## src/rtl/dzPkg.sv

```systemverilog
// DZ11-style transmit multiplexer shared definitions
// Register map, CSR bit positions, line count and bus/transmit structs

package dzPkg;

   ////////////////////////////////////////
   // Line configuration
   ////////////////////////////////////////

   // Eight serial lines
   localparam int numLines = 8;
   localparam int lineW    = 3;

   // Busy time per character, in clock cycles
   localparam int charTime = 8;
   // Busy counter wide enough to hold charTime
   localparam int cntW     = $clog2(charTime + 1);

   ////////////////////////////////////////
   // Register map (word offsets)
   ////////////////////////////////////////

   localparam logic [1:0] regCsr = 2'd0;
   // Offset 1 unused, reads as zero
   localparam logic [1:0] regTcr = 2'd2;
   // TDR is write only
   localparam logic [1:0] regTdr = 2'd3;

   // CSR bit positions
   localparam int csrClrBit   = 4;
   localparam int csrMseBit   = 5;
   localparam int csrTlineLsb = 8;
   localparam int csrTieBit   = 14;
   localparam int csrTrdyBit  = 15;

   ////////////////////////////////////////
   // Bus and datapath structs
   ////////////////////////////////////////

   // Bus request, 16-bit little-endian
   typedef struct packed {
      logic        wr;
      logic        rd;
      logic        lo;
      logic        hi;
      logic [1:0]  addr;
      logic [15:0] data;
   } dzBusReq;

   // Decoded register write strobes with byte lanes and data
   typedef struct packed {
      logic        csrWr;
      logic        tcrWr;
      logic        tdrWr;
      logic        lo;
      logic        hi;
      logic [15:0] data;
   } dzWrStrobes;

   // Transmitted character strobe
   typedef struct packed {
      logic             valid;
      logic [lineW-1:0] line;
      logic [7:0]       chr;
   } dzTxChar;

   // Scanner status for the CSR read value
   typedef struct packed {
      logic             trdy;
      logic [lineW-1:0] tline;
   } dzScanStat;

endpackage

```

## src/rtl/dzDecode.sv

```systemverilog
// DZ11 bus decoder
// Turns a bus request into register write strobes and muxes read data

`timescale 1ns/1ns

module dzDecode import dzPkg::*;
(
   input  logic        clk,
   input  logic        rst,
   input  dzBusReq     busReq,
   input  logic [15:0] regCsr,
   input  logic [15:0] regTcr,
   output dzWrStrobes  wrStb,
   output logic [15:0] rdData
);

   ////////////////////////////////////////
   // Reset recovery
   ////////////////////////////////////////

   // Bus writes accepted only once out of reset
   // First clock after reset release arms the decoder
   logic busEn;

   always_ff @(posedge clk or posedge rst)
   begin
      if (rst)
      begin
         busEn <= 1'b0;
      end
      else
      begin
         busEn <= 1'b1;
      end
   end

   ////////////////////////////////////////
   // Write strobes
   ////////////////////////////////////////

   logic wrOk;

   // Write qualified by armed decoder
   assign wrOk = busReq.wr & busEn;

   // Register offsets come from the package, the ports carry register values
   always_comb
   begin
      wrStb.csrWr = wrOk && (busReq.addr == dzPkg::regCsr);
      wrStb.tcrWr = wrOk && (busReq.addr == dzPkg::regTcr);
      wrStb.tdrWr = wrOk && (busReq.addr == regTdr);
      // Byte lanes and data pass straight to the registers
      wrStb.lo    = busReq.lo;
      wrStb.hi    = busReq.hi;
      wrStb.data  = busReq.data;
   end

   ////////////////////////////////////////
   // Read multiplexer
   ////////////////////////////////////////

   // Combinational from the registers and zero when not reading
   always_comb
   begin
      rdData = 16'h0000;
      if (busReq.rd)
      begin
         case (busReq.addr)
            dzPkg::regCsr: rdData = regCsr;
            dzPkg::regTcr: rdData = regTcr;
            // TDR and unused offset read zero
            default:       rdData = 16'h0000;
         endcase
      end
   end

endmodule

```

## src/rtl/dzCsr.sv

```systemverilog
// DZ11 Control and Status Register
// Holds MSE and TIE, makes the CLR pulse, reports TRDY/TLINE and the irq

`timescale 1ns/1ns

module dzCsr import dzPkg::*;
(
   input  logic        clk,
   input  logic        rst,
   input  logic        devReset,
   input  dzWrStrobes  wrStb,
   input  dzScanStat   scan,
   output logic [15:0] regCsr,
   output logic        mse,
   output logic        csrClr,
   output logic        txIrq
);

   // Transmit interrupt enable
   logic tie;
   // CLR requested by this write
   logic clrReq;

   assign clrReq = wrStb.csrWr & wrStb.lo & wrStb.data[csrClrBit];

   ////////////////////////////////////////
   // CSR storage
   ////////////////////////////////////////

   always_ff @(posedge clk or posedge rst)
   begin
      if (rst)
      begin
         mse    <= 1'b0;
         tie    <= 1'b0;
         csrClr <= 1'b0;
         txIrq  <= 1'b0;
      end
      else if (devReset)
      begin
         // Device reset clears the whole CSR
         mse    <= 1'b0;
         tie    <= 1'b0;
         csrClr <= 1'b0;
         txIrq  <= 1'b0;
      end
      else
      begin
         // One-cycle clear pulse, cycle after the write
         csrClr <= clrReq;

         if (csrClr)
         begin
            // Clear pulse wins over a write
            mse <= 1'b0;
            tie <= 1'b0;
         end
         else if (wrStb.csrWr)
         begin
            // MSE in low byte
            if (wrStb.lo)
            begin
               mse <= wrStb.data[csrMseBit];
            end
            // TIE in high byte
            if (wrStb.hi)
            begin
               tie <= wrStb.data[csrTieBit];
            end
         end

         // Interrupt is TIE and TRDY, dropped during clear
         txIrq <= tie & scan.trdy & ~csrClr;
      end
   end

   ////////////////////////////////////////
   // Read value
   ////////////////////////////////////////

   always_comb
   begin
      regCsr                            = 16'h0000;
      regCsr[csrMseBit]                 = mse;
      // CLR always reads zero
      regCsr[csrClrBit]                 = 1'b0;
      regCsr[csrTlineLsb +: lineW]      = scan.tline;
      regCsr[csrTieBit]                 = tie;
      regCsr[csrTrdyBit]                = scan.trdy;
   end

endmodule

```

## src/rtl/dzTcr.sv

```systemverilog
// DZ11 Transmit Control Register
// DTR in the high byte, line enables in the low byte; CSR clear keeps DTR

`timescale 1ns/1ns

module dzTcr import dzPkg::*;
(
   input  logic        clk,
   input  logic        rst,
   input  logic        devReset,
   input  logic        csrClr,
   input  dzWrStrobes  wrStb,
   output logic [15:0] regTcr,
   output logic [7:0]  lineEn
);

   // Data terminal ready per line
   logic [7:0] tcrDtr;
   // Line enables (LIN)
   logic [7:0] tcrLin;

   // Priority: device reset, then clear, then write
   always_ff @(posedge clk or posedge rst)
   begin
      if (rst)
      begin
         tcrDtr <= 8'h00;
         tcrLin <= 8'h00;
      end
      else if (devReset)
      begin
         tcrDtr <= 8'h00;
         tcrLin <= 8'h00;
      end
      else if (csrClr)
      begin
         // DTR survives a CSR clear
         tcrLin <= 8'h00;
      end
      else if (wrStb.tcrWr)
      begin
         if (wrStb.hi)
         begin
            tcrDtr <= wrStb.data[15:8];
         end
         if (wrStb.lo)
         begin
            tcrLin <= wrStb.data[7:0];
         end
      end
   end

   assign regTcr = {tcrDtr, tcrLin};
   assign lineEn = tcrLin;

endmodule

```

## src/rtl/dzTxScan.sv

```systemverilog
// DZ11 transmit scanner
// Per-line busy timers, round-robin search for a ready line, char strobe

`timescale 1ns/1ns

module dzTxScan import dzPkg::*;
(
   input  logic                clk,
   input  logic                rst,
   input  logic                devReset,
   input  logic                csrClr,
   input  logic                mse,
   input  logic [numLines-1:0] lineEn,
   input  dzWrStrobes          wrStb,
   output dzScanStat           scan,
   output dzTxChar             txOut
);

   logic [cntW-1:0]     busyCnt [numLines];
   // Last line serviced
   logic [lineW-1:0]    lastLine;
   logic [lineW-1:0]    nextLast;
   logic [numLines-1:0] ready;
   logic [numLines-1:0] readyNext;
   logic                accept;
   logic                selOk;
   logic [lineW-1:0]    selLine;

   ////////////////////////////////////////
   // Ready lines and accept
   ////////////////////////////////////////

   always_comb
   begin
      for (int i = 0; i < numLines; i++)
      begin
         ready[i] = mse & lineEn[i] & (busyCnt[i] == '0);
      end
   end

   // TDR write taken only if the reported line is still ready
   assign accept = wrStb.tdrWr & scan.trdy & ready[scan.tline] & ~csrClr & ~devReset;

   // Look ahead past this edge: serviced line goes busy, clears drop all
   always_comb
   begin
      nextLast = accept ? scan.tline : lastLine;
      for (int i = 0; i < numLines; i++)
      begin
         readyNext[i] = ready[i] & ~(accept && (scan.tline == lineW'(i)))
                        & ~csrClr & ~devReset;
      end
   end

   // Round robin, first ready line after the last one serviced
   always_comb
   begin
      logic [lineW-1:0] idx;
      selOk   = 1'b0;
      selLine = nextLast;
      // Descending so the nearest line is picked last
      for (int k = numLines; k >= 1; k--)
      begin
         idx = nextLast + lineW'(k);
         if (readyNext[idx])
         begin
            selOk   = 1'b1;
            selLine = idx;
         end
      end
   end

   ////////////////////////////////////////
   // Timers, pointer, status and strobe
   ////////////////////////////////////////

   always_ff @(posedge clk or posedge rst)
   begin
      if (rst)
      begin
         for (int i = 0; i < numLines; i++)
         begin
            busyCnt[i] <= '0;
         end
         // Search starts at line 0
         lastLine <= lineW'(numLines - 1);
         scan     <= '0;
         txOut    <= '0;
      end
      else
      begin
         for (int i = 0; i < numLines; i++)
         begin
            if (devReset || csrClr)
               busyCnt[i] <= '0;
            else if (accept && (scan.tline == lineW'(i)))
               busyCnt[i] <= cntW'(charTime);
            else if (busyCnt[i] != '0)
               busyCnt[i] <= busyCnt[i] - 1'b1;
         end

         if (devReset)
            lastLine <= lineW'(numLines - 1);
         else
            lastLine <= nextLast;

         scan.trdy  <= selOk;
         scan.tline <= selLine;

         // One-cycle character strobe
         txOut.valid <= accept;
         if (accept)
         begin
            txOut.line <= scan.tline;
            txOut.chr  <= wrStb.data[7:0];
         end
      end
   end

endmodule

```

## src/rtl/dzTop.sv

```systemverilog
// DZ11-style transmit multiplexer top level
// Bus decoder, CSR, TCR and round-robin transmit scanner

`timescale 1ns/1ns

module dzTop import dzPkg::*;
(
   input  logic        clk,
   input  logic        rst,
   input  logic        devReset,
   input  dzBusReq     busReq,
   output logic [15:0] rdData,
   output dzTxChar     txOut,
   output logic        txIrq
);

   dzWrStrobes          wrStb;
   dzScanStat           scan;
   logic [15:0]         regCsr;
   logic [15:0]         regTcr;
   logic                mse;
   logic                csrClr;
   logic [numLines-1:0] lineEn;

   // Bus facing decode and read mux
   dzDecode dzDecode_inst (
      .clk    (clk),
      .rst    (rst),
      .busReq (busReq),
      .regCsr (regCsr),
      .regTcr (regTcr),
      .wrStb  (wrStb),
      .rdData (rdData)
   );

   dzCsr dzCsr_inst (
      .clk      (clk),
      .rst      (rst),
      .devReset (devReset),
      .wrStb    (wrStb),
      .scan     (scan),
      .regCsr   (regCsr),
      .mse      (mse),
      .csrClr   (csrClr),
      .txIrq    (txIrq)
   );

   dzTcr dzTcr_inst (
      .clk      (clk),
      .rst      (rst),
      .devReset (devReset),
      .csrClr   (csrClr),
      .wrStb    (wrStb),
      .regTcr   (regTcr),
      .lineEn   (lineEn)
   );

   // Transmit scanner
   dzTxScan dzTxScan_inst (
      .clk      (clk),
      .rst      (rst),
      .devReset (devReset),
      .csrClr   (csrClr),
      .mse      (mse),
      .lineEn   (lineEn),
      .wrStb    (wrStb),
      .scan     (scan),
      .txOut    (txOut)
   );

endmodule

```

## config.mk

```make
export PLATFORM = sky130hd
export DESIGN_NAME = dzTop
export DESIGN_NICKNAME = d
export VERILOG_FILES = /design/src/rtl/dzPkg.sv /design/src/rtl/dzDecode.sv /design/src/rtl/dzCsr.sv /design/src/rtl/dzTcr.sv /design/src/rtl/dzTxScan.sv /design/src/rtl/dzTop.sv
export SDC_FILE = /design/constraint.sdc
export NUM_CORES = 1
export LEC_CHECK = 0
export ABC_AREA = 1
export BUFFER_PORTS_ARGS = -buffer_cell sky130_fd_sc_hd__buf_2
export CORE_MARGIN = 3
export CORE_UTILIZATION = 35
export CTS_BUF_LIST = sky130_fd_sc_hd__clkbuf_4 sky130_fd_sc_hd__clkbuf_8
export DETAILED_ROUTE_END_ITERATION = 8
export PLACE_DENSITY = 0.54
export SYNTH_ARGS = -nofsm -noshare
export SYNTH_HDL_FRONTEND = slang
export SYNTH_SLANG_ARGS = --single-unit
```

## constraint.sdc

```tcl
create_clock -name clk -period 3.4 [get_ports clk]
set_input_delay 0.17 -clock clk [delete_from_list [all_inputs] [get_ports clk]]
set_output_delay 0.17 -clock clk [all_outputs]
set_load 0.01 [all_outputs]
```

==> reports/metrics.cfg, run 1 <==
[clock_network]
cts_made_buffers=9
cts-root-buf=clkbuf_8
clk_latency_ps=350
cts_tree=done
clk_path_buf_depth=2
ctsHtreeMaxLevel=3
clk_pin_slew_ps=80
cts.sinks=72

[synth]
synth_ff_type=dfrtp_1
ys.warnings.count=0
synth_commonest_cells=nand2_1 (122), inv_1 (87), dfrtp_1 (69)
yosysTopAreaCell=dfrtp_1
synth-seq-cells=72
netlist_area_um2=4304
synth_edf_count=0
async_reset_ff_share_pct=100.0
synth_top_area_share_pct=40.12
synth_cells=568
synth.most_common_cell=nand2_1
yosysSeqAreaShare_pct=41.95
yosys.cell_types.count=42
yosys-top-cells-area=dfrtp_1 (40%), nand2_1 (11%), inv_1 (7.6%)
syn_nets=604
avgSynthCellArea_um2=7.578

[placed_design]
gp_congestion=0.8629
hpwl_um=8385
dp_cells=761
io_buffers=53

[detailed_routing]
routed-via-count=3859
drt-pass1-iter-count=4
drt-total-wl_um=10830
viasPerCell=4.941
wire_per_inst_um=13.86
drc=0
drt_iter0_drc=154
postRouteAntennaNets=0

[hold_path]
min_path_type=primary input to register
holdCritStartpoint=busReq[15]
hold_depth=3
holdPathEnd=dzTcr_inst.tcrDtr[7]

[finish]
insertedDiodeCount=0
drive_gt1_share_pct=20.22
fin_nets=669
area_growth_pct=15.96
fin_cells=781

[global_route]
grt_pass1_wl_um=18390
antenna_found_initial=0
met2_usage_pct=27.99
grt_pass1_vias=3810
overflow=0
grt_use_met1_pct=22.90
grt_usage_pct=17.10
busiest_layer=met2
grt_max_degree=73
gr-usage-met3_pct=2.879

[power_and_ir_drop]
leakage_nw=2.560
powerDensity_nw_per_um2=559.2
vdd_drop_max_mv=0.2054

[timing]
timing.final.hold_violations=0
finalSetupViolations=0
worst_pin_slew_ps=935.7
fin_skew_ps=13.69
max_slew_margin_pct=37.62
fin_tns_setup_ps=0
report.final.slew_viol_count=0
grt_setup_unrepaired=false
fmax_mhz=326.7
min_period_ps=3061
min_period_over_period_pct=90.04

[floorplan]
die_h_um=116.9
die_w_um=116.9
num_rows=39
die_area_um2=13660
io_pins=54
start_util_pct=36.75
core_area_um2=11710

[critical_path]
cp_top_family=simple AND/OR/NAND/NOR gates
cp.required_ps=3640
crit_arrival_ps=3300
cpMaxStageDelayCell=dfrtp_1
ff2ff_setup_slack_ps=340
criticalPathCategory=register to register
r2r_cells=22
crit_buf_inv=5
rr_startpoint=dzTxScan_inst.busyCnt[0]
cp_common_cell=nand2_1
start_kind=register
cp-end-kind=register
max_stage_delay_ps=400
reg2reg_to=dzTxScan_inst.scan[0]
worstPathCellList=inv_1, ha_1, nand4_1, nand2_1, nand2_1, o21ai_4, nand4_1, nand2_4, inv_2, ha_1, xor2_2, inv_1, nand2_1, nand2_2, inv_2, nand2_1, nand3_1, nand2_1, nand2_1, nand3_1, nand2_1, inv_1
crit_fanout=9

[run_status]
outcome=finished clean

[flow_run]
maxCapViolations=0

cells by family (layout without fill, tap and decap cells):
family | Yosys count | after routing | synth area share (%)
flops | 72 | 72 | 41.95
buf+inv | 105 | 175 | 9.593
simple gates | 296 | 296 | 32.30
xor+xnor | 15 | 15 | 3.576
fa+ha+maj | 11 | 11 | 3.198
other cells | 1 | 1 | 0.08713
compound gates | 68 | 68 | 9.302
per-layer routing:
metal	up-vias	part of all wire [%]
met5	-	0
met4	0	1.3
met3	10	4.1
met2	81	47
met1	1815	48
li1	1953	-
per-stage QoR:
step                      utilization (%)  worst slack (ps)  hold slack (ps)  total power [mW]  area, um^2
after floorplan                         -             383.4            242.7             1.914        4304
after global placement              40.51             277.8            375.6             2.088        4745
after detailed placement            40.51             229.3            379.5             2.117        4745
after CTS                           42.27             216.1            39.46             2.818        4950
after global routing                42.62             30.46            53.71             3.033        4991
final                               42.62             338.7            53.42             2.791        4991
tightest hold or removal path, cell delays in order:
cell and delay, ps:
buf_2 70, nand3_1 60, o21ai_0 60
flip-flops by register name, indices dropped and copies added, names as in the netlist:
register                flops
dzCsr_inst.mse              1
dzTcr_inst.lineEn           8
dzTcr_inst.tcrDtr           8
dzTxScan_inst.txOut        12
dzDecode_inst.busEn         1
dzTxScan_inst.busyCnt      32
dzCsr_inst.csrClr           1
dzTxScan_inst.lastLine      3
dzCsr_inst.tie              1
dzCsr_inst.txIrq            1
dzTxScan_inst.scan          4
worst max-delay path by stage:
stage / start / end / slack, ps / cells past startpoint
floorplan: dzTxScan_inst.busyCnt[12] / dzTxScan_inst.scan[0] / 380 / 26
finish: dzTxScan_inst.busyCnt[0] / dzTxScan_inst.scan[0] / 340 / 22
detailed placement: dzTxScan_inst.busyCnt[0] / dzTxScan_inst.scan[0] / 230 / 23
global route: dzTxScan_inst.busyCnt[0] / dzTxScan_inst.scan[2] / 30 / 23
global placement: dzTxScan_inst.busyCnt[0] / dzTxScan_inst.scan[0] / 280 / 23
CTS: dzTxScan_inst.busyCnt[0] / dzTxScan_inst.scan[0] / 220 / 23
what timing repair did:
item	in CTS	in global routing
setup buffers	0	3
hold endpoints to repair	1	0
gates resized for setup	0	4
endpoints found under the setup margin	0	4
hold buffers	1	0
area by class of cell:
class,instances,area (um^2)
sequential,72,1807
clock buffer,9,123.9
multi-input combinational,391,2103
timing repair buffer,64,350.3
inverter,95,356.6
clock inverter,7,71.32
fill,1214,6720
tap,143,178.9
power by group:
part	total (mW)	switching (mW)	internal [mW]
registers	1.14	0.121	1.02
logic	0.967	0.559	0.408
clock network	0.686	0.348	0.339
cells in the final DEF, fill, tap and decap left out, types with 2 or more instances in the layout:
cell type   instances
clkinvlp_4          3
nor2_1             54
xor2_2              2
a21oi_1            17
nand3_2             4
dfstp_2             3
nand2_4             2
or2_2               5
clkinv_1            2
nand2_2            14
nand3b_1            2
o22ai_1            12
a211oi_1            4
o21ai_2             3
clkbuf_8            9
nor3_1             18
nand2_1           122
buf_4              10
o21ai_0            23
nand4_1            15
clkinv_2            2
dfrtp_1            68
inv_1              86
o21ai_1             2
or3_1               4
xnor2_1            11
nand3_1            49
a31oi_1             4
inv_2               7
ha_1               10
nor2_2              2
buf_2              53
Power figures use the tool's default switching activity.
==> run 2, diff against run 1 <==
--- a/config.mk
+++ b/config.mk
@@ -7,11 +7,14 @@
 export LEC_CHECK = 0
 export ABC_AREA = 1
 export BUFFER_PORTS_ARGS = -buffer_cell sky130_fd_sc_hd__buf_2
+export CAP_MARGIN = 30
+export CELL_PAD_IN_SITES_DETAIL_PLACEMENT = 2
+export CELL_PAD_IN_SITES_GLOBAL_PLACEMENT = 2
 export CORE_MARGIN = 3
 export CORE_UTILIZATION = 35
 export CTS_BUF_LIST = sky130_fd_sc_hd__clkbuf_4 sky130_fd_sc_hd__clkbuf_8
 export DETAILED_ROUTE_END_ITERATION = 8
-export PLACE_DENSITY = 0.54
+export PLACE_DENSITY = 0.83
 export SYNTH_ARGS = -nofsm -noshare
 export SYNTH_HDL_FRONTEND = slang
 export SYNTH_SLANG_ARGS = --single-unit
==> reports/metrics.cfg, run 2 (same netlist as run 1, synthesis figures left out) <==
[finish]
mostFrequentLayoutCells=nand2_1 (122), inv_1 (84), dfrtp_1 (68), nor2_1 (53), buf_2 (53)
fin_nets=672  ; +0.45%
largest-register=dzTxScan_inst.busyCnt
insertedDiodeCount=0  ; unchanged
stdcell_area_um2=5085  ; +1.9%
largest_reg_flops=32  ; unchanged
drive_gt1_share_pct=22.00  ; +1.8 points
layout_commonest_cell=nand2_1
top_regs=dzTxScan_inst.busyCnt x32, dzTxScan_inst.txOut x12
area_growth_pct=18.14

[detailed_routing]
drc=0  ; unchanged
drt-pass1-iter-count=4  ; unchanged
wire_per_inst_um=18.73  ; +35%
drt-total-wl_um=14690  ; +36%
routed-via-count=4076  ; +5.6%
postRouteAntennaNets=0  ; unchanged
drt_iter0_drc=124  ; -19%
viasPerCell=5.199  ; +5.2%

[clock_network]
cts-root-buf=clkbuf_8
cts_made_buffers=9  ; unchanged
clk_path_buf_depth=2  ; unchanged
cts.sinks=72  ; unchanged
clk_pin_slew_ps=80  ; about the same
clk_latency_ps=370  ; +20 ps
ctsHtreeMaxLevel=3  ; unchanged
cts_tree=done

[hold_path]
min_path_type=primary input to register
holdCritStartpoint=devReset

[floorplan]
start_util_pct=36.75  ; unchanged
num_rows=39  ; unchanged
io_pins=54  ; unchanged
die_h_um=116.9  ; unchanged
die_area_um2=13660  ; unchanged
core_area_um2=11710  ; unchanged
die_w_um=116.9  ; unchanged

[placed_design]
placedInstanceArea_um2=4760  ; +0.32%
io_buffers=53  ; unchanged
hpwl_um=11470  ; +37%
gp_congestion=0.8998  ; +4.3%

[critical_path]
start_kind=register
crit_fanout=6  ; -3
cp_common_cell=nand2_1
crit_arrival_ps=3440  ; +140 ps
cp-end-kind=register
cpMaxStageDelayCell=dfrtp_1
criticalPathCategory=register to register
startpoint=dzTxScan_inst.busyCnt[0]
worstPathCellList=inv_2, ha_2, nand4_1, nand2_1, nand2_1, o21ai_4, nand3_4, inv_2, nand2_1, nand2_2, buf_6, ha_2, xor2_2, inv_1, nand2_1, nand2_2, inv_2, nand2_1, nand3_1, nand2_1, nand2_1, nand3_1, nand2_1, inv_1
cp.required_ps=3660  ; +20 ps
max_stage_delay_ps=420  ; +20 ps
rr_startpoint=dzTxScan_inst.busyCnt[0]

[timing]
holdWs_ps=25.23  ; -28.19 ps
fin_tns_setup_ps=0  ; unchanged
timing.final.hold_violations=0  ; unchanged
fmax_mhz=314.5  ; -3.7%
finalSetupViolations=0  ; unchanged
min_period_over_period_pct=93.51  ; +3.5 points
report.final.slew_viol_count=0  ; unchanged
grt_setup_unrepaired=true
min_period_ps=3179  ; +118.0 ps
fin_skew_ps=13.21  ; -0.4702 ps
max_slew_margin_pct=38.47  ; +0.85 points
worst_pin_slew_ps=915.9  ; -19.74 ps

[global_route]
overflow=0  ; unchanged
grt_pass1_wl_um=24120  ; +31%
grt_pass1_vias=4676  ; +23%
grt_max_degree=51  ; -30%
grt_usage_pct=22.80  ; +5.7 points
antenna_found_initial=0  ; unchanged

[flow_run]
maxCapViolations=0  ; unchanged

[power_and_ir_drop]
vdd_drop_max_mv=0.3599  ; +75%
powerDensity_nw_per_um2=585.9  ; +4.8%
leakage_nw=2.612  ; +2.0%

[run_status]
outcome=finished clean

run 2: cell types whose count changed in the layout (fill, tap and decap cells not counted), moves of 3 or more:
cell | previous run | this run
ha_1 | 10 | 6
clkbuf_8 | 9 | 12
clkinvlp_4 | 3 | 0
ha_2 | 0 | 3
run 2: layout make-up:
cell class	count	area, um^2
clock buffer	13	172.7
multi-input combinational	391	2143
inverter	95	359.1
clock inverter	3	47.55
fill	1349	6626
tap	143	178.9
sequential	72	1807
timing repair buffer	67	376.6
run 2: what timing repair did:
item	4_1_cts	5_1_grt
hold buffers	1	0
gates cloned	0	0
endpoints found under the setup margin	1	4
hold endpoints to repair	22	0
pin swaps	0	4
setup buffers	0	4
resized for setup	2	16
run 2: final timing paths:
check	to	slack, ps	depth (start not counted)
hold / removal	dzCsr_inst.csrClr	30	2
max in group asynchronous	dzCsr_inst.mse	2380	4
min in group asynchronous	dzTxScan_inst.busyCnt[10]	390	4
setup reg to reg	dzTxScan_inst.scan[0]	220	24
setup / recovery	dzTxScan_inst.scan[0]	220	24
hold reg to reg	dzTxScan_inst.txOut[10]	480	2
run 2: power by group:
group	leakage (nW)	internal [mW]	total [mW]	switching [mW]
Clock	0.114	0.412	0.764	0.353
Combinational	1.55	0.427	1.07	0.640
Sequential	0.947	1.02	1.15	0.131
run 2: routing by layer:
| layer | track usage [%] | wire length (um) |
|---|---|---|
| met1 | 28.26 | 6531 |
| met2 | 40.65 | 7602 |
| met3 | 3.599 | 317 |
| met4 | 7.110 | 235 |
| met5 | 0 | 0 |
run 2: worst max-delay path, delay by kind of cell, from the launching register on:
family / cells / cell delay, ps
compound gates: 1 / 240
buf+inv: 6 / 570
xor+xnor: 1 / 230
fa+ha+maj: 2 / 400
simple gates: 14 / 1220
flops: 1 / 420
run 2: through the flow:
step / std cells / power, mW / utilization (%) / worst slack [ps]
final: 784 / 2.979 / 43.42 / 220.7
after global placement: 763 / 2.103 / 40.64 / 278.1
after detailed placement: 763 / 2.204 / 40.64 / 17.81
after floorplan: 568 / 1.914 / - / 383.4
after CTS: 780 / 2.996 / 42.64 / 89.89
after global routing: 784 / 3.248 / 43.42 / -57.35
==> run 3, diff against run 2 <==
--- a/config.mk
+++ b/config.mk
@@ -10,11 +10,12 @@
 export CAP_MARGIN = 30
 export CELL_PAD_IN_SITES_DETAIL_PLACEMENT = 2
 export CELL_PAD_IN_SITES_GLOBAL_PLACEMENT = 2
+export CORE_ASPECT_RATIO = 1.25
 export CORE_MARGIN = 3
 export CORE_UTILIZATION = 35
 export CTS_BUF_LIST = sky130_fd_sc_hd__clkbuf_4 sky130_fd_sc_hd__clkbuf_8
 export DETAILED_ROUTE_END_ITERATION = 8
-export PLACE_DENSITY = 0.83
+export PLACE_DENSITY = 0.9
 export SYNTH_ARGS = -nofsm -noshare
 export SYNTH_HDL_FRONTEND = slang
 export SYNTH_SLANG_ARGS = --single-unit
==> reports/metrics.cfg, run 3 (same netlist as run 1, synthesis figures left out) <==
[placed_design]
dp_cells=782  ; +2.5%
gp_congestion=0.9476  ; +5.3%
placedInstanceArea_um2=4790  ; +0.63%
hpwl_um=12480  ; +8.8%
preCtsSetupSlack_ps=-131.0  ; -148.8 ps
io_buffers=53  ; unchanged

[detailed_routing]
viasPerCell=5.445  ; +4.7%
postRouteAntennaNets=0  ; unchanged
drt_iter0_drc=237  ; +91%
drc=0  ; unchanged
routed-via-count=4383  ; +7.5%
wire_per_inst_um=21.82  ; +17%
drt-total-wl_um=17570  ; +20%
drt-pass1-iter-count=4  ; unchanged

[finish]
insertedDiodeCount=0  ; unchanged
largest_reg_flops=32  ; unchanged
final.fill_count=1394  ; +3.3%
drive_gt1_share_pct=22.83  ; +0.83 points
layout_commonest_cell=nand2_1
fin_cells=805  ; +2.7%
fin_nets=675  ; +0.45%
largest-register=dzTxScan_inst.busyCnt
mostFrequentLayoutCells=nand2_1 (120), inv_1 (85), dfrtp_1 (68), nor2_1 (53), buf_2 (53)
area_growth_pct=20.29
top_regs=dzTxScan_inst.busyCnt x32, dzTxScan_inst.txOut x12
stdcell_area_um2=5177  ; +1.8%

[floorplan]
die_h_um=130.0  ; +11%
num_rows=44  ; +13%
core_area_um2=11840  ; +1.1%
die_w_um=105.2  ; -10%
start_util_pct=36.36  ; -0.39 points
die_area_um2=13670  ; about the same
io_pins=54  ; unchanged

[critical_path]
criticalPathCategory=register to register
max_stage_delay_ps=420  ; about the same
worstPathCellList=nor2_1, nand3_1, nand2_1, nand2_2, o21ai_4, buf_4, nand4_1, nand2_2, buf_4, ha_4, xor2_4, inv_1, o21ai_1, nand3_1, nand3_1, nand3_1, nand2_1, nand2_1, nand2_1, nand2_1
cp-end-kind=register
crit_buf_inv=3  ; -3
crit_fanout=4  ; -2
crit_arrival_ps=3520  ; +80 ps
cp.required_ps=3640  ; -20 ps
start_kind=register
cp_common_cell=nand2_1
cpMaxStageDelayCell=dfrtp_1
cp_top_family=simple AND/OR/NAND/NOR gates

[timing]
report.final.slew_viol_count=0  ; unchanged
finalSetupViolations=0  ; unchanged
worst_slack_ps=121.6  ; -99.11 ps
holdWs_ps=37.00  ; +11.77 ps
min_period_ps=3278  ; +99.11 ps
min_period_over_period_pct=96.42  ; +2.9 points
worst_pin_slew_ps=653.4  ; -262.5 ps
max_slew_margin_pct=56.15  ; +18 points
timing.final.hold_violations=0  ; unchanged
fin_skew_ps=18.39  ; +5.177 ps
fmax_mhz=305.0  ; -3.0%

[global_route]
antenna_found_initial=0  ; unchanged
grt_pass1_vias=5037  ; +7.7%
grt_usage_pct=26.45  ; +3.6 points
grt_pass1_wl_um=28080  ; +16%
grt_max_degree=35  ; -31%
overflow=0  ; unchanged

[clock_network]
cts_made_buffers=9  ; unchanged
cts-root-buf=clkbuf_8
cts.sinks=72  ; unchanged
ctsHtreeMaxLevel=3  ; unchanged
cts_tree=done
clk_path_buf_depth=2  ; unchanged
clk_pin_slew_ps=90  ; about the same
clk_latency_ps=380  ; about the same

[power_and_ir_drop]
power.share.clock_pct=27.6  ; +1.9 points
combPwrFrac_pct=36.5  ; +0.7 points
seq_power_share_pct=35.9  ; -2.6 points
p_sw_share_pct=39.15  ; +1.4 points
p_int_mw=1.965  ; +5.9%
powerDensity_nw_per_um2=623.7  ; +6.4%
leakage_nw=2.627  ; +0.56%
p_sw_mw=1.264  ; +13%
vdd_drop_max_mv=0.2751  ; -24%

[flow_run]
maxCapViolations=0  ; unchanged

[run_status]
outcome=finished clean

[hold_path]
min_path_type=primary input to register

-- run 3: final timing paths --
| check | to | slack (ps) | cells after the start | start |
|---|---|---|---|---|
| worst max-delay path | dzTxScan_inst.scan[2] | 120 | 20 | dzTxScan_inst.busyCnt[10] |
| worst min-delay path | dzCsr_inst.csrClr | 40 | 2 | devReset |
| worst max register to register | dzTxScan_inst.scan[2] | 120 | 20 | dzTxScan_inst.busyCnt[10] |
| worst min register to register | dzTxScan_inst.txOut[10] | 490 | 2 | dzTxScan_inst.txOut[10] |
| max in group asynchronous | dzTxScan_inst.lastLine[0] | 2180 | 4 | rst |
| min in group asynchronous | dzTxScan_inst.busyCnt[1] | 330 | 3 | rst |
-- run 3: layer usage --
metal  global-route usage, %  vias to the layer above  part of all wire, %
li1                        -                     1976                    -
met1                   28.81                     2275                   40
met2                   51.54                       93                   55
met3                   3.216                       39                  2.1
met4                   10.97                        0                  3.3
met5                       0                        -                    0
-- run 3: repair_timing --
action                     4_1_cts  5_1_grt
hold buffers                     1        0
hold endpoints to repair        17        0
pin swaps                        2        7
setup endpoints to repair        4        4
setup buffers                    2        4
gates resized for setup          3       18
-- run 3: worst register-to-register path: stages, from the launching register on --
cell and delay (ps):
dfrtp_1 420, nor2_1 340, nand3_1 190, nand2_1 120
nand2_2 90, o21ai_4 190, buf_4 170, nand4_1 170
nand2_2 170, buf_4 130, ha_4 160, xor2_4 170
inv_1 110, o21ai_1 150, nand3_1 100, nand3_1 80
nand3_1 90, nand2_1 70, nand2_1 50, nand2_1 90
nand2_1 100
-- run 3: layout make-up --
| class | instances | area [um^2] | area share, % |
|---|---|---|---|
| multi-input cells | 391 | 2166 | 41.83 |
| flip-flops and latches | 72 | 1807 | 34.90 |
| repair buffers | 70 | 399.1 | 7.709 |
| inverters | 95 | 356.6 | 6.887 |
| well taps | 161 | 201.4 | 3.891 |
| clock buffers | 10 | 131.4 | 2.537 |
| clock inverters | 6 | 116.4 | 2.247 |
-- run 3: per-stage QoR --
step	utilization (%)	TNS, ps	power [mW]
after floorplan	-	0	1.914
after global placement	40.47	0	2.108
after detailed placement	40.47	-213.2	2.238
after CTS	42.89	0	3.188
after global routing	43.74	-76.39	3.428
final	43.74	0	3.229
-- run 3: power by group through the flow --
stage | Combinational (mW) | Sequential (mW) | Clock (mW)
final | 1.18 | 1.16 | 0.891
after global routing | 1.31 | 1.18 | 0.938
after CTS | 1.13 | 1.16 | 0.896
after detailed placement | 1.07 | 1.17 | 0
after global placement | 0.959 | 1.15 | 0
after floorplan | 0.788 | 1.13 | 0
